[src/common/memSys_consts.svh]
`ifndef MEMSYS_CONSTS_SVH
`define MEMSYS_CONSTS_SVH

// Main memory depth in 32-bit words
`define MEM_WORDS     1024

// Direct-mapped cache geometry
`define LINE_WORDS    4
`define NUM_LINES     16

// Byte address split into tag, index, word offset and byte offset
`define OFFSET_BITS   2
`define INDEX_BITS    4
`define TAG_BITS      24

// Rising edges from memReq seen high to memAck
`define MEM_LATENCY   3

// Word i of memory starts as i ^ INIT_PATTERN
`define INIT_PATTERN  32'h5A00_0000

`endif
[src/common/memSysPkg.sv]
package memSysPkg;

  // Cache controller states shared by both caches
  // Store states only reached in the data cache
  typedef enum logic [2:0] {
    IDLE,
    LOOKUP,
    REFILL_REQ,
    REFILL_WAIT,
    STORE_REQ,
    STORE_WAIT,
    RESPOND
  } cacheState;

  // Bus operation for data port, arbiter and memory
  typedef enum logic {
    BUS_READ,
    BUS_WRITE
  } busOp;

endpackage

[src/design/busArbiter.sv]
`timescale 1ns/1ps

module busArbiter
  import memSysPkg::*;
(
  input  logic        clk,
  input  logic        rst,
  input  logic        iBusReq,
  input  logic [31:0] iBusAddr,
  output logic        iBusAck,
  input  logic        dBusReq,
  input  busOp        dBusOp,
  input  logic [31:0] dBusAddr,
  input  logic [31:0] dBusWData,
  output logic        dBusAck,
  output logic [31:0] busRData,
  output logic        memReq,
  output busOp        memOp,
  output logic [31:0] memAddr,
  output logic [31:0] memWData,
  input  logic        memAck,
  input  logic [31:0] memRData
);

  // Current bus owner
  typedef enum logic [1:0] {
    GNT_NONE,
    GNT_INSTR,
    GNT_DATA
  } grantState;

  grantState grant;

  always_ff @(posedge clk) begin
    if (rst) begin
      grant <= GNT_NONE;
    end else begin
      unique case (grant)
        GNT_NONE: begin
          // Data side wins a tie
          if (dBusReq) begin
            grant <= GNT_DATA;
          end else if (iBusReq) begin
            grant <= GNT_INSTR;
          end
        end
        GNT_INSTR: begin
          // Release only after the full four-phase exchange
          if (!iBusReq && !memAck) begin
            grant <= GNT_NONE;
          end
        end
        GNT_DATA: begin
          if (!dBusReq && !memAck) begin
            grant <= GNT_NONE;
          end
        end
        default: grant <= GNT_NONE;
      endcase
    end
  end

  // Read word goes to both but only the owner sees ack
  assign busRData = memRData;

  always_comb begin
    memReq   = 1'b0;
    memOp    = BUS_READ;
    memAddr  = iBusAddr;
    memWData = '0;
    iBusAck  = 1'b0;
    dBusAck  = 1'b0;
    unique case (grant)
      GNT_INSTR: begin
        memReq  = iBusReq;
        iBusAck = memAck;
      end
      GNT_DATA: begin
        memReq   = dBusReq;
        memOp    = dBusOp;
        memAddr  = dBusAddr;
        memWData = dBusWData;
        dBusAck  = memAck;
      end
      default: ;
    endcase
  end

endmodule

[config.mk]
export PLATFORM = sky130hd
export DESIGN_NAME = busArbiter
export DESIGN_NICKNAME = d
export VERILOG_FILES = /design/src/common/memSys_consts.svh /design/src/common/memSysPkg.sv /design/src/design/busArbiter.sv
export SDC_FILE = /design/constraint.sdc
export NUM_CORES = 1
export LEC_CHECK = 0
export ABC_AREA = 1
export BUFFER_PORTS_ARGS = -buffer_cell sky130_fd_sc_hd__buf_2
export CORE_AREA = 2 2 91 93
export CTS_CLUSTER_SIZE = 24
export DETAILED_ROUTE_END_ITERATION = 10
export DIE_AREA = 0 0 93 95
export GPL_TIMING_DRIVEN = 0
export HOLD_SLACK_MARGIN = 0.06
export SYNTH_ARGS = -nofsm -noshare
export SYNTH_HDL_FRONTEND = slang
export SYNTH_SLANG_ARGS = --single-unit
export TNS_END_PERCENT = 30
[constraint.sdc]
create_clock -name clk -period 1.96 [get_ports clk]
set_input_delay 0.196 -clock clk [delete_from_list [all_inputs] [get_ports clk]]
set_output_delay 0.196 -clock clk [all_outputs]
set_load 0.03 [all_outputs]
After elaboration in Yosys (flattened, before gate mapping) --
Index checks and enable logic that the tools add are counted.
Operators by class: add/subtract/negate cells 0, $mul 0, div/mod/pow operators 0, $lt $le $gt $ge 0, equal/unequal tests 5, shift-type cells 0, mux-type cells 11, bitwise gates (word level) 0, reduce and logical (&&, ||, !) cells 7
Operators by type and width (count):
- 2-to-1 mux 32 bit | 2
- 2-to-1 mux 2 bit | 4
- case mux 2 bit (3 select lines) | 1
- != test 2 bit (second input constant) | 2
- zero test 1 bit | 3
- 2-to-1 mux 1 bit | 3
- != test 3 bit (second input constant) | 1
- AND reduction 3 bit | 1
- == test 2 x 1 -> 1 bit (second input constant) | 1
- == test 2 bit (second input constant) | 1
- logical AND 1 bit | 2
- zero test 2 bit | 1
- case mux 1 bit (2 select lines) | 1
Storage, ports and cells: bits in registers 2, latch bits 0, bits in writable memories 0, memory bits (read-only) 0, output and inout bits 100, memories 0

Depth between registers and ports, before layout --
depth in word-level cells 4, mapped depth 7, gate-level depth less buffers 7

Worst setup path after synthesis --
No wires, ideal clock.
kind register to output, start register grant[0], end output memReq, arrival time 1.358 ns, required time 1.764 ns, setup slack 0.406 ns, stages on the path, launching flop included 6, path buffers 1, cells stage by stage dfxtp_1 -> inv_1 -> ha_1 -> buf_2 -> nand2_1 -> a21boi_1
Between the ends: cells in the longest elaborated chain, start to end 2, elaborated cells between the ends (all ways) 3, those cells by class 2 x eq/ne; 1 x mux
Ends and longest elaborated chain:
- start: declaration | RTL line busArbiter.sv:32 | grantState grant;
- start signal: assignment | RTL line busArbiter.sv:36 | grant <= GNT_NONE;
- start signal: assignment | RTL line busArbiter.sv:42 | grant <= GNT_DATA;
- start signal: assignment | RTL line busArbiter.sv:44 | grant <= GNT_INSTR;
- == test 2 bit / == test 2 x 1 -> 1 bit (equally long branches) | RTL line busArbiter.sv:73 | unique case (grant)
- case mux 1 bit (2 select lines) (*) | RTL line busArbiter.sv:73
- end: declaration | RTL line busArbiter.sv:17 | output logic memReq,
Mark *: on every way between the ends. The rest lies on a longest branch, timed or not.

Worst setup path in the final report --
start register grant[0], end output memAddr[23]
Between the ends: cells in the longest elaborated chain, start to end 2
Ends and longest elaborated chain:
- == test 2 bit | RTL line busArbiter.sv:73
- 2-to-1 mux 32 bit | RTL line busArbiter.sv:73
- end: declaration | RTL line busArbiter.sv:19 | output logic [31:0] memAddr,
Every way passes these cells.

==> results.py <==
metrics = {
    "timing": {
        "min_period_ns": 1.836,
        "timing.hold.ws_ns": 0.2499,
        "finalHoldViolCount": 0,
        "finClkSkew_ns": 0.0001174,
        "setup_viol_count_final": 0,
        "slew_headroom": 0.8252,
        "post-route-period-util": 0.9370,
        "slew_viol_final": 0,
        "finalSetupTns_ns": 0,
        "worst_pin_slew_ns": 0.2595,
        "fmax_mhz": 544.5,
        "rsz0062_at_grt": "no",
    },
    "pwr": {
        "sw_frac_of_total": 0.5908,
        "clockPowerShare": 0.077,
        "p_comb_frac": 0.891,
        "p_leak_uw": 0.001641,
        "pwr-share-seq": 0.032,
        "netSwitchingPower_uw": 1238,
        "p_per_area_nw_per_um2": 918.0,
        "p_int_uw": 857.8,
        "irDropWorstVdd_mv": 0.4537,
    },
    "logic_synthesis": {
        "ys_top_cells_by_area": "mux2_2 (31%), buf_4 (26%), nand2_1 (15%)",
        "synth_fp_nets": 308,
        "yosysUniqueCellTypes": 14,
        "yosysTopAreaCell": "mux2_2",
        "syn-cell-area_um2": 1100,
        "synth.yosys.seq_area_share": 0.03641,
        "yosys.area.top_type_share": 0.3072,
        "syn_avg_cell_area_um2": 6.469,
        "yosysWarnings": 0,
        "synth.ff_latch_count": 2,
        "synth_cells": 170,
    },
    "clock_network": {
        "cts_buffers": 3,
        "clk_latency_ns": 0.21,
        "path_clk_slew_ns": 0.03,
        "clock-sinks": 2,
        "cts_tree": "built",
        "h-tree-depth": 1,
        "ctsRootBufferMaster": "clkbuf_8",
        "cts_buffer_depth": 2,
    },
    "detailed_routing": {
        "via_per_inst": 3.493,
        "postRouteWirelength_um": 4737,
        "num_vias": 1673,
        "ant_nets": 0,
        "avgRoutedWirePerCell_um": 9.889,
        "drc": 0,
        "drt_iter0_drc": 19,
        "drt_pass1_iterations": 4,
    },
    "layout": {
        "top_register": "grant",
        "final_cell_mix": "buf_2 (201), nand2_1 (43), inv_1 (40)",
        "diodes": 0,
        "largest_register_ffs": 2,
        "final_common_cell": "buf_2",
        "nNetsFinal": 514,
        "drive_above_1_share": 0.7326,
        "synthToLayoutAreaGrowth_pct": 107.6,
        "top_regs": "grant: 2 flops",
        "fin_util": 0.2880,
    },
    "setup_path": {
        "worst-r2r-cell-count": 6,
        "rr_endpoint": "grant[0]$_SDFFE_PP0P_",
        "cp-end-kind": "primary output",
        "reg2reg_slack_ns": 0.76,
        "cp.required_ns": 1.76,
        "critPathArrivalTime_ns": 1.64,
        "worstSetupStartpoint": "grant[0]$_SDFFE_PP0P_",
        "path_class": "reg2out",
        "worstSetupEndpoint": "memAddr[23]",
        "worst-path-max-fanout": 10,
        "worst_setup_path_start_kind": "register",
        "rr_startpoint": "grant[0]$_SDFFE_PP0P_",
    },
    "floorplanning": {
        "start_util": 0.1387,
        "die_y_um": 95,
        "coreArea_um2": 7928,
        "pin_count": 234,
        "rows": 33,
        "die-width_um": 93,
        "die_area_um2": 8835,
    },
    "run": {
        "maxCapViolCount": 0,
    },
    "global_route": {
        "gr-total-overflow": 0,
        "grt_pass1_wl_um": 6451,
        "grt_pass1_vias": 1448,
        "antenna_found_initial": 0,
        "grt_max_degree": 11,
        "grt.total_usage": 0.09132,
    },
    "placement": {
        "dp_hpwl_um": 4332,
        "place.gp.congestion": 0.7736,
        "portBuffers": 201,
    },
    "hold_path": {
        "hold_class": "in2reg",
    },
    "outcome": {
        "status": "finished, final reports clean",
    },
}
-- worst min path at each step --
stage          cells after the start  slack [ns]               endpoint  start
2_1_floorplan                      3        0.35  grant[0]$_SDFFE_PP0P_    rst
3_3_place_gp                       4        0.46  grant[0]$_SDFFE_PP0P_    rst
3_5_place_dp                       4        0.47  grant[0]$_SDFFE_PP0P_    rst
4_1_cts                            4        0.25  grant[0]$_SDFFE_PP0P_    rst
5_1_grt                            4        0.26  grant[1]$_SDFFE_PP0P_    rst
6_report                           4        0.25  grant[0]$_SDFFE_PP0P_    rst
-- per-stage QoR --
stage          instance area, um2  worst slack (ns)  std cells  power [uW]
3_5_place_dp                 2237            0.1790        476        1949
2_1_floorplan                1100            0.4059        170        1421
3_3_place_gp                 2237            0.1743        476        1943
4_1_cts                      2281           0.02109        479        2129
6_report                     2283            0.1235        479        2096
5_1_grt                      2283           0.01518        479        2260
-- cells by family after synthesis --
logic type	after synthesis	synth area share
multiplexers	32	0.3276
AO/OA/AOI/OAI	3	0.01592
flip-flops	2	0.03641
buffers and inverters	79	0.4004
AND/OR/NAND/NOR	50	0.1741
adder cells (fa/ha/maj)	4	0.04551
-- Yosys cell counts, drive strengths merged --
cell type,count
buf,39
ha,4
nand2,43
dfxtp,2
nor2,5
nand4,1
nand3,1
mux2,32
a21boi,1
inv,40
o21ai,2
-- layer usage --
layer,vias up,routed length (um),share of wire,track usage
li1,879,-,-,-
met1,663,1664,0.35,0.09680
met2,131,2435,0.51,0.1793
met3,0,637,0.13,0.02394
met4,0,0,0,0.02083
met5,-,0,0,0
-- worst max-delay path, cell delays in order (launching register included) --
cell	delay, ns
dfxtp_1	0.31
inv_1	0.11
ha_2	0.25
buf_4	0.20
mux2_2	0.37
buf_2	0.18
-- cell type report --
| type | instances | area [um2] |
|---|---|---|
| timing repair buffer | 201 | 1006 |
| tap | 105 | 131.4 |
| buffer | 39 | 292.8 |
| multi-input combinational | 89 | 621.8 |
| clock buffer | 3 | 41.29 |
| sequential | 2 | 40.04 |
| fill | 874 | 5644 |
| inverter | 40 | 150.1 |
-- power groups by stage --
stage	clock [uW]	combinational, uW	sequential (uW)
floorplan	0	1360	65.3
global placement	0	1880	66.6
detailed placement	0	1880	67.8
CTS	167	1890	67.8
global route	173	2020	68.6
finish	161	1870	67.5
-- repair_timing --
action,CTS,global route
gates resized for setup,1,1
hold buffers,0,0
setup buffers,0,0
setup endpoints to repair,32,62
gates cloned,0,0
pin swaps,0,0
Note: power is estimated with default switching activity, not from simulation.
