**config.mk**
```make
export PLATFORM = sky130hd
export DESIGN_NAME = instrCache
export DESIGN_NICKNAME = d
export VERILOG_FILES = /design/src/common/memSysPkg.sv /design/src/icache/instrCache.sv
export VERILOG_INCLUDE_DIRS = /design/src /design/src/common
export SDC_FILE = /design/constraint.sdc
export NUM_CORES = 2
export LEC_CHECK = 0
export ABC_AREA = 1
export BUFFER_PORTS_ARGS = -buffer_cell sky130_fd_sc_hd__buf_4
export CELL_PAD_IN_SITES_DETAIL_PLACEMENT = 0
export CELL_PAD_IN_SITES_GLOBAL_PLACEMENT = 1
export CORE_MARGIN = 2
export CORE_UTILIZATION = 57
export DETAILED_ROUTE_END_ITERATION = 8
export HOLD_SLACK_MARGIN = 0.15
export PLACE_DENSITY_LB_ADDON = 0.2
export SLEW_MARGIN = 20
export SYNTH_ARGS = -nofsm -noshare
export SYNTH_HDL_FRONTEND = slang
export SYNTH_SLANG_ARGS = --single-unit
```
**constraint.sdc**
```tcl
create_clock -name clk -period 8.7 [get_ports clk]
set_clock_uncertainty 0.2 [all_clocks]
set_input_delay 1.305 -clock clk [delete_from_list [all_inputs] [get_ports clk]]
set_output_delay 1.305 -clock clk [all_outputs]
set_load 0.01 [all_outputs]
```
**src/common/memSys_consts.svh**
```systemverilog
`ifndef MEMSYS_CONSTS_SVH
`define MEMSYS_CONSTS_SVH

// Main memory depth in 32-bit words
`define MEM_WORDS     1024

// Direct-mapped cache geometry
`define LINE_WORDS    4
`define NUM_LINES     16

// Byte address split into tag, index, word offset and byte offset
`define OFFSET_BITS   2
`define INDEX_BITS    4
`define TAG_BITS      24

// Rising edges from memReq seen high to memAck
`define MEM_LATENCY   3

// Word i of memory starts as i ^ INIT_PATTERN
`define INIT_PATTERN  32'h5A00_0000

`endif
```
**src/common/memSysPkg.sv**
```systemverilog
package memSysPkg;

  // Cache controller states shared by both caches
  // Store states only reached in the data cache
  typedef enum logic [2:0] {
    IDLE,
    LOOKUP,
    REFILL_REQ,
    REFILL_WAIT,
    STORE_REQ,
    STORE_WAIT,
    RESPOND
  } cacheState;

  // Bus operation for data port, arbiter and memory
  typedef enum logic {
    BUS_READ,
    BUS_WRITE
  } busOp;

endpackage

```
**src/icache/instrCache.sv**
```systemverilog
`timescale 1ns/1ps
`include "memSys_consts.svh"

module instrCache
  import memSysPkg::*;
(
  input  logic        clk,
  input  logic        rst,
  input  logic        fetchReq,
  input  logic [31:0] fetchAddr,
  output logic        fetchAck,
  output logic [31:0] fetchData,
  output logic        busReq,
  output logic [31:0] busAddr,
  input  logic        busAck,
  input  logic [31:0] busRData
);

  cacheState state;

  // Line storage
  logic [`NUM_LINES-1:0] validArr;
  logic [`TAG_BITS-1:0]  tagArr  [`NUM_LINES];
  logic [31:0]           dataArr [`NUM_LINES][`LINE_WORDS];

  // Word being refilled within the line
  logic [`OFFSET_BITS-1:0] refillCnt;

  logic [`TAG_BITS-1:0]    reqTag;
  logic [`INDEX_BITS-1:0]  reqIndex;
  logic [`OFFSET_BITS-1:0] reqOffset;
  logic                    hit;
  logic                    lastWord;

  // Fields of the fetch address
  assign reqTag    = fetchAddr[31 -: `TAG_BITS];
  assign reqIndex  = fetchAddr[2 + `OFFSET_BITS +: `INDEX_BITS];
  assign reqOffset = fetchAddr[2 +: `OFFSET_BITS];

  assign hit      = validArr[reqIndex] && (tagArr[reqIndex] == reqTag);
  // Counter saturated on the last word of the line
  assign lastWord = &refillCnt;

  // Refill reads walk the aligned line
  assign busReq   = (state == REFILL_REQ);
  assign busAddr  = {reqTag, reqIndex, refillCnt, 2'b00};
  assign fetchAck = (state == RESPOND);

  always_ff @(posedge clk) begin
    if (rst) begin
      state     <= IDLE;
      refillCnt <= '0;
      validArr  <= '0;
    end else begin
      unique case (state)
        IDLE: begin
          if (fetchReq) begin
            state <= LOOKUP;
          end
        end
        LOOKUP: begin
          if (hit) begin
            state <= RESPOND;
          end else begin
            refillCnt <= '0;
            state     <= REFILL_REQ;
          end
        end
        REFILL_REQ: begin
          // Hold req until the arbiter grants and memory acks
          if (busAck) begin
            if (lastWord) begin
              validArr[reqIndex] <= 1'b1;
            end
            state <= REFILL_WAIT;
          end
        end
        REFILL_WAIT: begin
          if (!busAck) begin
            if (lastWord) begin
              // Line complete so look up again to respond
              state <= LOOKUP;
            end else begin
              refillCnt <= refillCnt + 1'b1;
              state     <= REFILL_REQ;
            end
          end
        end
        RESPOND: begin
          if (!fetchReq) begin
            state <= IDLE;
          end
        end
        default: state <= IDLE;
      endcase
    end
  end

  // Line fill and read-out
  always_ff @(posedge clk) begin
    if (state == REFILL_REQ && busAck) begin
      dataArr[reqIndex][refillCnt] <= busRData;
      if (lastWord) begin
        tagArr[reqIndex] <= reqTag;
      end
    end
    if (state == LOOKUP && hit) begin
      fetchData <= dataArr[reqIndex][reqOffset];
    end
  end

endmodule

```
* After elaboration in Yosys (flattened, before gate mapping)
Memory sizes are Yosys's and may differ from the RTL's.
Cells that the tools add are included.
** Word-level totals
- Register bits :: 53
- Latch bits :: 0
- RAM bits :: 2432
- ROM bits :: 0
- Input bits :: 68
- Output and inout bits :: 66
- Memories :: 2
** Operators by class
- Add/sub/neg operators :: 1
- Multipliers :: 0
- Divide/modulo/power cells :: 0
- Order comparisons :: 5
- Equality and inequality tests :: 11
- Shift-type cells :: 0
- Muxes and demuxes :: 25
- Bitwise operators :: 3
- Reduce and logical (&&, ||, !) cells :: 11
** Memories
- dataArr :: words 16, bits a word 128, read ports 1, clocked after Yosys merged registers in 0, write ports 1, line instrCache.sv:24 : logic [31:0] dataArr [`NUM_LINES][`LINE_WORDS];
- tagArr :: words 16, bits a word 24, read ports 1, clocked after Yosys merged registers in 0, write ports 1, line instrCache.sv:23 : logic [`TAG_BITS-1:0] tagArr [`NUM_LINES];
** Operator list (count)
- 2-to-1 mux 128 bit :: 1
- 2-to-1 mux 32 bit :: 3
- binary-select mux 32 bit (select 2 bit) :: 1
- demux 32 bit (select 2 bit) :: 1
- equality test 24 bit :: 1
- bitwise OR 16 bit :: 1
- 2-to-1 mux 3 bit :: 5
- case mux 3 bit (5 select lines) :: 1
- AND reduction 4 bit :: 3
- inequality test 2 bit, second input constant :: 5
- 2-to-1 mux 2 bit :: 4
- equality test 3 x 2 -> 1 bit, second input constant :: 2
- greater-or-equal comparator 3 bit, second input constant :: 2
- 2-to-1 mux 1 bit :: 6
- NOT 2 -> 3 bit :: 2
- logical AND 1 bit :: 5
- < comparator 4 x 5 -> 1 bit, second input constant :: 1
- binary-select mux 1 bit (select 4 bit) :: 1
- demux 1 bit (select 4 bit) :: 1
- greater-or-equal comparator 4 x 1 -> 1 bit, second input constant :: 1
- case mux 2 bit (2 select lines) :: 1
- equality test 3 x 1 -> 1 bit, second input constant :: 1
- equality test 3 bit, second input constant :: 1
- zero test 3 bit :: 1
- other kinds (5) :: 5

* Longest topological paths before layout
- Depth after elaboration :: 6
- Mapped depth :: 21
- Mapped depth without buffers :: 18

* Least setup slack after synthesis
OpenSTA, ideal clock, no wires.
- Path kind :: input-to-reg
- From :: input fetchAddr[4]
- To :: memory dataArr[6][0] (netlist name), enable pin
- Data arrival time :: 4.880 ns
- Data required time :: 8.028 ns
- Setup slack :: 3.149 ns
- Cell stages on the path :: 10
- Buffers on the path :: 5
- Cells stage by stage :: buf_6 > nor2_4 > buf_4 > buf_2 > buf_2 > buf_2 > inv_1 > nor2_1 > inv_1 > nor2_1
** RTL lines
- from (decl) :: line instrCache.sv:10 : input logic [31:0] fetchAddr,
- to (decl) :: line instrCache.sv:24
Straight into the memory's write port.

* Worst setup path after layout
- From :: input fetchAddr[5]
- To :: register fetchData[16] (data pin)
** Between the ends
- Word-level cells in the longest chain between the ends :: 4
** RTL lines
- memory (16 x 128 bit)
- binary-select mux 32 bit (select 2 bit) :: line instrCache.sv:108 : fetchData <= dataArr[reqIndex][reqOffset];
- 2-to-1 mux 32 bit (not written as such) (2 in a row) :: line instrCache.sv:108
- to (signal assigned) :: line instrCache.sv:108
- to (decl) :: line instrCache.sv:12 : output logic [31:0] fetchData,
Every way passes these cells. The select of a mux whose other input is x is not followed.
A chain may end at the register's enable or synchronous reset.

==> results.py <==
metrics = {
    "status": {
        "status": "complete, no violations",
    },
    "yosys": {
        "ys_seq_area_frac": 0.795,
        "ys_ff_latch": 2485,
        "yosys.area.top_type": "edfxtp_1",
        "synth-xor-area-share": 0,
        "synthArstFlopShare": 0,
        "synthAdderAreaFrac": 0.000535,
        "synth_commonest_cells": "2464 x edfxtp_1, 1257 x nand2_1, 940 x a22oi_1, 440 x a21oi_1, 181 x buf_2",
        "synthTopCellsByArea": "edfxtp_1 79%, a22oi_1 7.5%, nand2_1 5.0%, a21oi_1 2.4%, buf_2 0.97%",
        "synth_top_family_by_area": "compound AO/OA/AOI/OAI gates",
        "synth.area.mux_share": 0,
        "synth_warnings": 0,
        "synth_edf_count": 2464,
        "synth_cells": 6123,
        "synth_compound_area_frac": 0.112,
        "yosysTopAreaCellShare": 0.790,
        "ys.flop_type": "edfxtp_1",
        "ys_types": 41,
        "synthSimpleGateAreaFrac": 0.0685,
        "syn_area_per_cell_um2": 15.3,
        "synth_area_um2": 93600,
        "yosysMostFrequentCell": "edfxtp_1",
    },
    "worst_setup_path": {
        "path_cells": "buf_4, inv_2, nor2_4, buf_4, buf_4, buf_4, a22oi_1, nand2_1, a21oi_1, a21oi_1, o41ai_1, nand2_1",
        "cp_common_cell": "buf_4",
        "end_kind": "flip-flop",
        "crit_start": "fetchAddr[5]",
        "worstPathRequired_ps": 9190,
        "cp_num_buf_inv": 5,
        "reg2reg_from": "state[2]",
        "crit_path_max_incr_delay_ps": 860,
        "cp_slowest_cell": "nor2_4",
        "arrival_ps": 5870,
        "cp_max_fo": 58,
        "critPathLaunchType": "primary input",
        "critical_path.top_delay_family": "buffers and inverters",
        "critPathKind": "primary input to flip-flop",
    },
    "placed_design": {
        "io_buffers": 129,
        "placed_cells": 8156,
        "hpwl_um": 128000,
        "gp_congestion": 0.814,
    },
    "floorplanning": {
        "dieArea_um2": 167000,
        "core_um2": 163000,
        "dieHeight_um": 409,
        "io_pins": 134,
        "initial_core_util": 0.574,
        "rows": 148,
        "die_w_um": 409,
    },
    "sta": {
        "drv_slew": 0,
        "hold_violations": 0,
        "fmax_mhz": 186,
        "setup_viol": 0,
        "tns_ps": 0,
        "fin_crit_sh": 0.618,
        "holdWs_ps": 267,
        "tightest_slew_ps": 1300,
        "min_period_ps": 5380,
        "rsz0062_at_grt": "false",
        "relSlewSlack": 0.120,
    },
    "cells_and_area": {
        "regArea_um2": 74400,
        "nNetsFinal": 6295,
        "utilization": 0.642,
        "syn_to_final_growth_pct": 11.8,
        "fin_cells": 8591,
        "num-fill-cells": 11600,
        "multi_input_area_um2": 17600,
        "drive_gt1_frac": 0.105,
    },
    "drt": {
        "first_iter_violations": 6145,
        "vias_per_cell": 6.44,
        "wire_per_inst_um": 29.3,
        "drc": 0,
        "routed_wl_um": 252000,
        "vias": 55300,
        "ant_nets": 0,
        "firstDrtPassIters": 6,
    },
    "clock_network": {
        "cts_resized": 0,
        "clockBufferDepth": 3,
        "tritoncts": "built",
        "insertion_delay_ps": 890,
        "hold_buffers": 0,
        "cts_made_buffers": 239,
        "cts_sinks": 2485,
        "post_cts_buffers": 0,
        "cts_root_buffer": "clkbuf_16",
        "path_clk_slew_ps": 60,
        "htree_levels": 4,
    },
    "pwr": {
        "p_sw_frac": 0.218,
        "power.density_nw_per_um2": 234,
        "power_frac_comb": 0.052,
        "p_sw_mw": 5.34,
        "p_leak_nw": 34.1,
        "vdd_drop_max_mv": 0.218,
        "clkPwrFrac": 0.409,
        "power.internal_mw": 19.2,
        "p_seq_frac": 0.540,
        "total_power_mw": 24.5,
    },
    "global_routing": {
        "grt_usage": 0.297,
        "antenna_found_initial": 6,
        "overflow": 0,
        "grt_start_max_net_pins": 166,
        "first_global_vias": 53200,
        "grt_pass1_wl_um": 363000,
    },
    "job": {
        "maxCapViolCount": 0,
    },
    "min_path": {
        "min_path_type": "flip-flop to flip-flop",
        "min_from": "validArr[10]",
    },
}
-- kinds of logic after synthesis --
logic type,Yosys count
adder cells (fa/ha/maj),4
other,1
AND/OR/NAND/NOR,1614
flip-flops,2485
AO/OA/AOI/OAI,1559
buffers and inverters,460
-- power by group through the flow --
stage               Clock, mW  Sequential (mW)  Combinational (mW)
floorplan                   0             13.5               0.661
global placement            0             13.5                1.22
detailed placement          0             13.5                1.25
CTS                      10.1             13.2                1.25
global route             10.6             13.2                1.36
finish                   10.0             13.2                1.26
-- registers in the layout, summed over array words and instances (netlist names) --
name / flops
dataArr: 2048
fetchData: 32
refillCnt: 2
state: 3
tagArr: 384
validArr: 16
-- cells in the final DEF (no fill, tap or decap), types with 6 or more instances in the layout --
| cell | instances |
|---|---|
| a21oi_1 | 440 |
| a221oi_1 | 18 |
| a22o_1 | 10 |
| a22oi_1 | 940 |
| a31oi_1 | 42 |
| buf_12 | 14 |
| buf_4 | 249 |
| bufinv_16 | 21 |
| clkbuf_1 | 46 |
| clkbuf_16 | 240 |
| clkinv_1 | 66 |
| clkinv_2 | 42 |
| clkinv_8 | 7 |
| dfxtp_1 | 21 |
| edfxtp_1 | 2464 |
| inv_1 | 45 |
| nand2_1 | 1251 |
| nand3_1 | 65 |
| nand4_1 | 17 |
| nor2_1 | 112 |
| nor2_4 | 70 |
| nor3_1 | 23 |
| nor4_1 | 64 |
| o21ai_0 | 39 |
| o21bai_1 | 11 |
| o41ai_1 | 27 |
| o41ai_2 | 6 |
-- per-layer routing --
metal | share of wire | routed length, um | up-vias | track usage
met3 | 0.087 | 21900 | 463 | 0.0475
li1 | - | - | 23800 | -
met5 | 0.000091 | 23 | - | 0
met4 | 0.030 | 7440 | 4 | 0.0909
met1 | 0.40 | 99500 | 28300 | 0.416
met2 | 0.49 | 123000 | 2723 | 0.486
-- final timing paths --
kind              cells after the start  slack (ps)              end
setup / recovery                     12        3320    fetchData[16]
hold / removal                        2         270     validArr[10]
setup reg to reg                      6        4710  dataArr[15][12]
hold reg to reg                       2         270     validArr[10]
-- per-stage QoR --
step                setup slack, ps  instance area [um^2]
floorplan                      3150                 93600
global route                   3010                105000
CTS                            3360                105000
detailed placement             2450                 97100
finish                         3320                105000
global placement               2430                 97100
-- cell type report --
type | instances | area share
diodes | 3 | 0.0000717
clock buffers | 286 | 0.0590
clock inverters | 145 | 0.0131
inverters | 54 | 0.00216
multi-input cells | 3179 | 0.168
flip-flops and latches | 2485 | 0.711
well taps | 2175 | 0.0260
repair buffers | 264 | 0.0208
-- tightest hold or removal path: stages (launching register included) --
cell and delay [ps]:
dfxtp_1 320, nor2_1 50, nor2_1 60
Power figures use the tool's default switching activity.
