--- src/common/memSys_consts.svh ---
`ifndef MEMSYS_CONSTS_SVH
`define MEMSYS_CONSTS_SVH

// Main memory depth in 32-bit words
`define MEM_WORDS     1024

// Direct-mapped cache geometry
`define LINE_WORDS    4
`define NUM_LINES     16

// Byte address split into tag, index, word offset and byte offset
`define OFFSET_BITS   2
`define INDEX_BITS    4
`define TAG_BITS      24

// Rising edges from memReq seen high to memAck
`define MEM_LATENCY   3

// Word i of memory starts as i ^ INIT_PATTERN
`define INIT_PATTERN  32'h5A00_0000

`endif
--- src/common/memSysPkg.sv ---
package memSysPkg;

  // Cache controller states shared by both caches
  // Store states only reached in the data cache
  typedef enum logic [2:0] {
    IDLE,
    LOOKUP,
    REFILL_REQ,
    REFILL_WAIT,
    STORE_REQ,
    STORE_WAIT,
    RESPOND
  } cacheState;

  // Bus operation for data port, arbiter and memory
  typedef enum logic {
    BUS_READ,
    BUS_WRITE
  } busOp;

endpackage

--- src/dcache/dataCache.sv ---
`timescale 1ns/1ps
`include "memSys_consts.svh"

module dataCache
  import memSysPkg::*;
(
  input  logic             clk,
  input  logic             rst,
  input  logic             dataReq,
  input  memSysPkg::busOp  dataOp,
  input  logic [31:0]      dataAddr,
  input  logic [31:0]      dataWData,
  output logic             dataAck,
  output logic [31:0]      dataRData,
  output logic             busReq,
  output memSysPkg::busOp  busOp,
  output logic [31:0]      busAddr,
  output logic [31:0]      busWData,
  input  logic             busAck,
  input  logic [31:0]      busRData
);

  cacheState state;

  // Line storage
  logic [`NUM_LINES-1:0] validArr;
  logic [`TAG_BITS-1:0]  tagArr  [`NUM_LINES];
  logic [31:0]           dataArr [`NUM_LINES][`LINE_WORDS];

  // Word being refilled within the line
  logic [`OFFSET_BITS-1:0] refillCnt;

  logic [`TAG_BITS-1:0]    reqTag;
  logic [`INDEX_BITS-1:0]  reqIndex;
  logic [`OFFSET_BITS-1:0] reqOffset;
  logic                    hit;
  logic                    lastWord;
  logic                    storing;

  // Fields of the data address
  assign reqTag    = dataAddr[31 -: `TAG_BITS];
  assign reqIndex  = dataAddr[2 + `OFFSET_BITS +: `INDEX_BITS];
  assign reqOffset = dataAddr[2 +: `OFFSET_BITS];

  assign hit      = validArr[reqIndex] && (tagArr[reqIndex] == reqTag);
  assign lastWord = &refillCnt;
  assign storing  = (state == STORE_REQ);

  // One bus port shared by refill reads and write-through stores
  assign busReq   = (state == REFILL_REQ) || storing;
  assign busOp    = storing ? BUS_WRITE : BUS_READ;
  assign busAddr  = storing ? {dataAddr[31:2], 2'b00}
                            : {reqTag, reqIndex, refillCnt, 2'b00};
  assign busWData = dataWData;
  assign dataAck  = (state == RESPOND);

  always_ff @(posedge clk) begin
    if (rst) begin
      state     <= IDLE;
      refillCnt <= '0;
      validArr  <= '0;
    end else begin
      unique case (state)
        IDLE: begin
          if (dataReq) begin
            state <= LOOKUP;
          end
        end
        LOOKUP: begin
          // Stores always go out on a hit or a miss
          if (dataOp == BUS_WRITE) begin
            state <= STORE_REQ;
          end else if (hit) begin
            state <= RESPOND;
          end else begin
            refillCnt <= '0;
            state     <= REFILL_REQ;
          end
        end
        REFILL_REQ: begin
          if (busAck) begin
            if (lastWord) begin
              validArr[reqIndex] <= 1'b1;
            end
            state <= REFILL_WAIT;
          end
        end
        REFILL_WAIT: begin
          if (!busAck) begin
            if (lastWord) begin
              state <= LOOKUP;
            end else begin
              refillCnt <= refillCnt + 1'b1;
              state     <= REFILL_REQ;
            end
          end
        end
        STORE_REQ: begin
          if (busAck) begin
            state <= STORE_WAIT;
          end
        end
        STORE_WAIT: begin
          // Ack the CPU only once the bus handshake is closed
          if (!busAck) begin
            state <= RESPOND;
          end
        end
        RESPOND: begin
          if (!dataReq) begin
            state <= IDLE;
          end
        end
        default: state <= IDLE;
      endcase
    end
  end

  always_ff @(posedge clk) begin
    if (state == REFILL_REQ && busAck) begin
      dataArr[reqIndex][refillCnt] <= busRData;
      if (lastWord) begin
        tagArr[reqIndex] <= reqTag;
      end
    end
    // Store hit keeps the line in step with memory
    if (storing && busAck && hit) begin
      dataArr[reqIndex][reqOffset] <= dataWData;
    end
    if (state == LOOKUP && dataOp == BUS_READ && hit) begin
      dataRData <= dataArr[reqIndex][reqOffset];
    end
  end

endmodule

--- config.mk ---
export PLATFORM = sky130hd
export DESIGN_NAME = dataCache
export DESIGN_NICKNAME = d
export VERILOG_FILES = /design/src/common/memSysPkg.sv /design/src/dcache/dataCache.sv
export VERILOG_INCLUDE_DIRS = /design/src /design/src/common
export SDC_FILE = /design/constraint.sdc
export NUM_CORES = 2
export LEC_CHECK = 0
export BUFFER_PORTS_ARGS = -buffer_cell sky130_fd_sc_hd__buf_4
export CAP_MARGIN = 10
export CORE_UTILIZATION = 32
export DETAILED_ROUTE_END_ITERATION = 10
export GPL_ROUTABILITY_DRIVEN = 0
export GPL_TIMING_DRIVEN = 1
export PLACE_DENSITY = 0.57
export RECOVER_POWER = 100
export SYNTH_ARGS = -nofsm -noshare
export SYNTH_HDL_FRONTEND = slang
export SYNTH_SLANG_ARGS = --single-unit
--- constraint.sdc ---
create_clock -name clk -period 5.7 [get_ports clk]
set_input_delay 0.57 -clock clk [delete_from_list [all_inputs] [get_ports clk]]
set_output_delay 0.57 -clock clk [all_outputs]
set_load 0.02 [all_outputs]
After elaboration in Yosys (flattened, before gate mapping)
Memory sizes are Yosys's and may differ from the RTL's.
Cells that the tools add are included.
Storage, ports and cells
  bits in registers: 53
  bits in latches: 0
  RAM bits: 2432
  ROM bits: 0
  input port bits: 101
  output and inout bits: 99
  word-level logic and storage cells: 340
  memories kept: 2
Memory list
  dataArr: words 16, width 128, rd ports 1, clocked after memory_dff 0, write ports 1, RTL line dataCache.sv:28  | logic [31:0] dataArr [`NUM_LINES][`LINE_WORDS];
  tagArr: words 16, width 24, rd ports 1, clocked after memory_dff 0, write ports 1, RTL line dataCache.sv:27  | logic [`TAG_BITS-1:0] tagArr [`NUM_LINES];
Operators by class
  add/subtract/negate cells: 1
  multiply operators: 0
  div/mod/pow operators: 0
  magnitude comparators: 6
  equal/unequal tests: 16
  shift operators: 0
  mux-type cells: 163
  bitwise operators: 132
  reductions and logical operators: 16
Operators with widths (count)
  128-bit 2-to-1 mux: 2
  1-bit 2-to-1 mux: 136
  32-bit demux with 2-bit select: 2
  32-bit 2-to-1 mux: 4
  1-bit OR: 128
  32-bit binary-select mux with 2-bit select: 1
  24-bit equality test: 1
  3-bit 2-to-1 mux: 8
  3-bit one-hot mux with 7 select lines: 1
  2-bit != test (second input constant): 9
  16-bit OR: 1
  2-bit 2-to-1 mux: 5
  3-bit equality test (second input constant): 3
  1-bit logical AND: 9
  3-bit by 2-bit equality test with 1-bit output (second input constant): 2
  3-bit greater-or-equal comparator (second input constant): 2
  3-bit by 1-bit less-than comparator with 1-bit output (second input constant): 2
  2-bit inverter with 3-bit output: 2
  6-bit AND reduction: 1
  4-bit by 5-bit less-than comparator with 1-bit output (second input constant): 1
  5-bit AND reduction: 1
  1-bit binary-select mux with 4-bit select: 1
  1-bit demux with 4-bit select: 1
  4-bit by 1-bit greater-or-equal comparator with 1-bit output (second input constant): 1
  other kinds (10): 10

Longest topological paths before layout
  depth in word-level cells: 7
  depth in mapped cells: 16

Worst setup path after synthesis
No wires, ideal clock.
  kind: input-to-reg
  start: in dataAddr[5]
  end: reg dataRData[0] (enable)
  setup time: 0.505 ns
  data arrival time: 5.615 ns
  slack: -0.420 ns
  stages on the path: 12
  path through: buf_4 > buf_6 > buf_6 > buf_2 > mux4_2 > a32oi_1 > a31oi_1 > a2111oi_0 > o21ai_0 > nor3_1 > nand3_1 > nor4_1
Between the ends
  word-level cells in the longest chain between the ends: 4
  elaborated cells on any way between the ends: 6
  those cells by class: 1 x eq/ne; 2 x mux; 2 x reduce/logical; 1 x memory
Ends and longest elaborated chain
  start: declaration: RTL line dataCache.sv:11  | input logic [31:0] dataAddr,
  memory read 16 x 24 bit / 1-bit binary-select mux with 4-bit select (equally long branches)
  24-bit equality test / 1-bit 2-to-1 mux (equally long branches): RTL line dataCache.sv:45  | assign hit = validArr[reqIndex] && (tagArr[reqIndex] == reqTag);
  1-bit logical AND (*): RTL line dataCache.sv:45
  1-bit logical AND (*): RTL line dataCache.sv:130  | if (state == LOOKUP && dataOp == BUS_READ && hit) begin
  end signal: assignment: RTL line dataCache.sv:131  | dataRData <= dataArr[reqIndex][reqOffset];
  end: declaration: RTL line dataCache.sv:14  | output logic [31:0] dataRData,
Mark *: on every way between the ends. The rest lies on a longest branch, timed or not. The select of a mux whose other input is x is not followed.
A chain may end at the register's enable or synchronous reset.

Final worst setup path
  start: in dataAddr[7]
  end: mem dataArr[12][65] in the netlist's numbering (enable)
Between the ends
  word-level cells in the longest chain between the ends: 7
  elaborated cells on any way between the ends: 9
  those cells by class: 1 x eq/ne; 4 x mux; 1 x bitwise; 2 x reduce/logical; 1 x memory
Ends and longest elaborated chain
  memory read 16 x 24 bit / 1-bit binary-select mux with 4-bit select (equally long branches)
  24-bit equality test / 1-bit 2-to-1 mux (equally long branches): RTL line dataCache.sv:45
  1-bit logical AND: RTL line dataCache.sv:45
  1-bit logical AND: RTL line dataCache.sv:127  | if (storing && busAck && hit) begin
  1-bit 2-to-1 mux: RTL line dataCache.sv:127
  128-bit 2-to-1 mux (implied by the code): RTL line dataCache.sv:128  | dataArr[reqIndex][reqOffset] <= dataWData;
  1-bit OR (no source line)
  end: declaration: RTL line dataCache.sv:28
Parallel ways exist; a longest one is shown, timed or not. The select of a mux whose other input is x is not followed.

==> flow_summary.json <==
{
  "status": "finished with violations",
  "violations": "capacitance limit, slew limit",
  "n_fill_cell": 27250,
  "clkTransAtPathRegs_ns": 0.06,
  "setup_slack_ns": 0.8093,
  "grt_start_max_net_pins": 141,
  "grt-ovfl-total": 0,
  "layout_common_cells": "2464 x edfxtp_1, 739 x mux4_2, 245 x clkbuf_16, 177 x clkbuf_1, 127 x buf_4",
  "finalSetupViolCount": 0,
  "synth_seq_cells": 2485,
  "fin_setup_tns_ns": 0,
  "die_height_um": 553.4,
  "rr_endpoint": "dataArr[12][65]",
  "yosysSeqAreaShare_pct": 76.49,
  "clock_sinks": 2485,
  "drtIter0Drc": 5131,
  "synth_top_area_share_pct": 76.06,
  "yosysWarnings": 0,
  "worstSetupPathType": "input pin to flop",
  "max_freq_mhz": 204.5,
  "dieArea_um2": 306200,
  "cts_tree": "yes",
  "layout_commonest_cell": "edfxtp_1",
  "slew_viol_final": 643,
  "drc": 0,
  "vias": 45690,
  "post_drt_via_cell_ratio": 5.316,
  "initial_utilization_pct": 32.16,
  "worst-endpoint-required_ns": 6.18,
  "die_w_um": 553.4,
  "synthArstFlopShare_pct": 0,
  "synth_cell_type_count": 66,
  "syn_to_final_growth_pct": 14.53,
  "antenna_found_initial": 27,
  "fin_worst_skew_ns": 0.1409,
  "post_cts_buffers": 0,
  "ant_nets": 0,
  "power.density_nw_per_um2": 336.5,
  "syn-cell-area_um2": 97280,
  "path_max_fanout": 74,
  "first_pass_iters": 8,
  "synthCells": 4109,
  "routed_wl_um": 258900,
  "p_leak_nw": 33.95,
  "grt_pass1_vias": 46370,
  "synth_top_area_cell": "edfxtp_1",
  "synthTopCellsByArea": "edfxtp_1 76%, mux4_2 17%, mux2_2 1.1%",
  "core_um2": 302500,
  "max_stage_delay_ns": 0.97,
  "seq_area_um2": 74410,
  "maxCapViolations": 19,
  "path_depth": 11,
  "row_count": 202,
  "cp_num_buf_inv": 4,
  "fin_nets": 4521,
  "numCtsBuffers": 244,
  "syn_avg_cell_area_um2": 23.68,
  "drive_above_1_share_pct": 28.91,
  "grt_pass1_wl_um": 360100,
  "crit_chain": "buf_8 > buf_4 > mux4_2 > mux2i_1 > o311ai_1 > o21ai_1 > nor4b_1 > nand4_1 > buf_12 > a21oi_1 > clkbuf_2",
  "r2r_cells": 9,
  "worstMarginPinSlew_ns": 2.318,
  "worstSetupEndpoint": "dataArr[12][65]",
  "slowest_stage": "nor4b_1",
  "clk_root_buffer_cell": "clkbuf_16",
  "insertion_delay_ns": 0.95,
  "max-vdd-ir-drop_mv": 0.2923,
  "grtUsageTotal_pct": 16.69,
  "synth_flop_cell": "edfxtp_1",
  "r2r-start": "tagArr[11][17]",
  "multi_input_area_um2": 21370,
  "rsz0062_at_grt": "no",
  "post-route-period-util_pct": 85.80,
  "synth_edf_count": 2464,
  "hold_viol_final": 0,
  "end_kind": "flop",
  "dp_hpwl_um": 142800,
  "io_buffers": 195,
  "preCtsSetupSlack_ns": 0.6560,
  "h-tree-depth": 4,
  "period_needed_ns": 4.891,
  "startpoint_type": "input pin",
  "hold_path_class": "input pin to flop",
  "rrSetupSlack_ns": 0.98,
  "pin_count": 200,
  "wl_per_cell_um": 30.12,
  "worstSetupStartpoint": "dataAddr[7]",
  "cts_buffer_depth": 4,
  "holdWs_ns": 0.05010,
  "critPathArrivalTime_ns": 5.37,
  "critical_path.top_delay_family": "buffers and inverters",
  "slew_headroom_pct": -54.51
}
==> power by group <==
| group | leakage (nW) | internal (mW) | total (mW) | switching (mW) |
|---|---|---|---|---|
| Sequential | 22.3 | 20.1 | 20.1 | 0.00651 |
| Combinational | 7.92 | 0.730 | 1.82 | 1.09 |
| Clock | 3.72 | 8.78 | 15.6 | 6.80 |
| Total | 33.9 | 29.6 | 37.5 | 7.89 |
==> kinds of logic (layout without fill, tap and decap cells) <==
| family | after synthesis | in the layout | synth area share (%) |
|---|---|---|---|
| flip-flops | 2485 | 2485 | 76.49 |
| multiplexers | 959 | 959 | 19.59 |
| buffers and inverters | 304 | 802 | 1.677 |
| AO/OA/AOI/OAI | 180 | 180 | 1.208 |
| AND/OR/NAND/NOR | 146 | 146 | 0.7112 |
| XOR/XNOR | 30 | 30 | 0.2701 |
| adder cells (fa/ha/maj) | 4 | 4 | 0.05145 |
| other | 1 | 12 | 0.003855 |
==> per-layer routing <==
layer | share of wire (%) | global-route usage, % | vias to the layer above
met5 | 0.036 | 0.5938 | -
met4 | 2.5 | 4.314 | 14
met3 | 8.2 | 3.846 | 370
met2 | 48 | 26.58 | 1801
met1 | 42 | 22.97 | 25220
li1 | - | - | 18280
==> state kept, by name (all words and copies together) (netlist names) <==
signal,count
dataRData,32
state,3
tagArr,384
validArr,16
dataArr,2048
refillCnt,2
==> what timing repair did <==
| action | 4_1_cts | 5_1_grt |
|---|---|---|
| resized for setup | 0 | 0 |
| endpoints found under the hold margin | 22 | 0 |
| hold buffers | 3 | 0 |
==> cells in the mapped netlist (3+ instances only) <==
| cell type | n |
|---|---|
| ha_1 | 4 |
| nor4b_1 | 3 |
| a21oi_1 | 78 |
| xor2_1 | 9 |
| mux2_1 | 22 |
| nand3_1 | 10 |
| mux2_4 | 9 |
| a22oi_1 | 30 |
| a31oi_1 | 17 |
| dfxtp_1 | 21 |
| mux2i_1 | 90 |
| mux4_2 | 739 |
| nor2b_1 | 6 |
| a2bb2oi_1 | 3 |
| nand4_1 | 8 |
| buf_2 | 68 |
| xnor2_1 | 21 |
| buf_4 | 76 |
| a211oi_1 | 4 |
| inv_1 | 15 |
| and3_1 | 7 |
| nor3_1 | 9 |
| edfxtp_1 | 2464 |
| nor4_1 | 3 |
| mux2_2 | 98 |
| a41oi_1 | 4 |
| buf_6 | 16 |
| o21ai_0 | 9 |
| nor2_1 | 55 |
| nand2_1 | 37 |
| buf_1 | 12 |
| clkbuf_1 | 116 |
==> final cells by class <==
type,instances,share of cell area (%)
tap,3978,4.467
sequential,2485,66.79
multi-input combinational,1321,19.18
inverter,16,0.05390
timing repair buffer,348,2.690
clock buffer,293,5.664
antenna,10,0.02246
clock inverter,145,1.139
==> how the worst min path moves through the flow <==
stage	from	endpoint	slack [ns]	cells past startpoint
after floorplan	validArr[6]	validArr[6]	0.43	2
after global placement	validArr[7]	validArr[7]	0.44	2
after detailed placement	validArr[8]	validArr[8]	0.46	2
after CTS	dataAddr[22]	tagArr[12][14]	0.0009	1
after global routing	dataOp	state[2]	0.03	3
final	dataOp	state[2]	0.05	3
==> through the flow <==
stage                     cell area, um^2  util, %  cells  power [mW]
after floorplan                     97290        -   4110       21.66
after global placement             105100    34.73   8145       22.33
after detailed placement           105100    34.73   8145       22.36
after CTS                          112700    37.25   8586       37.82
after global routing               111400    36.83   8595       38.55
final                              111400    36.83   8596       37.49
==> worst min-delay path, stage by stage <==
cell and delay (ns):
buf_4 0.11, a21oi_1 0.04, o32ai_1 0.12
Power figures use the tool's default switching activity.
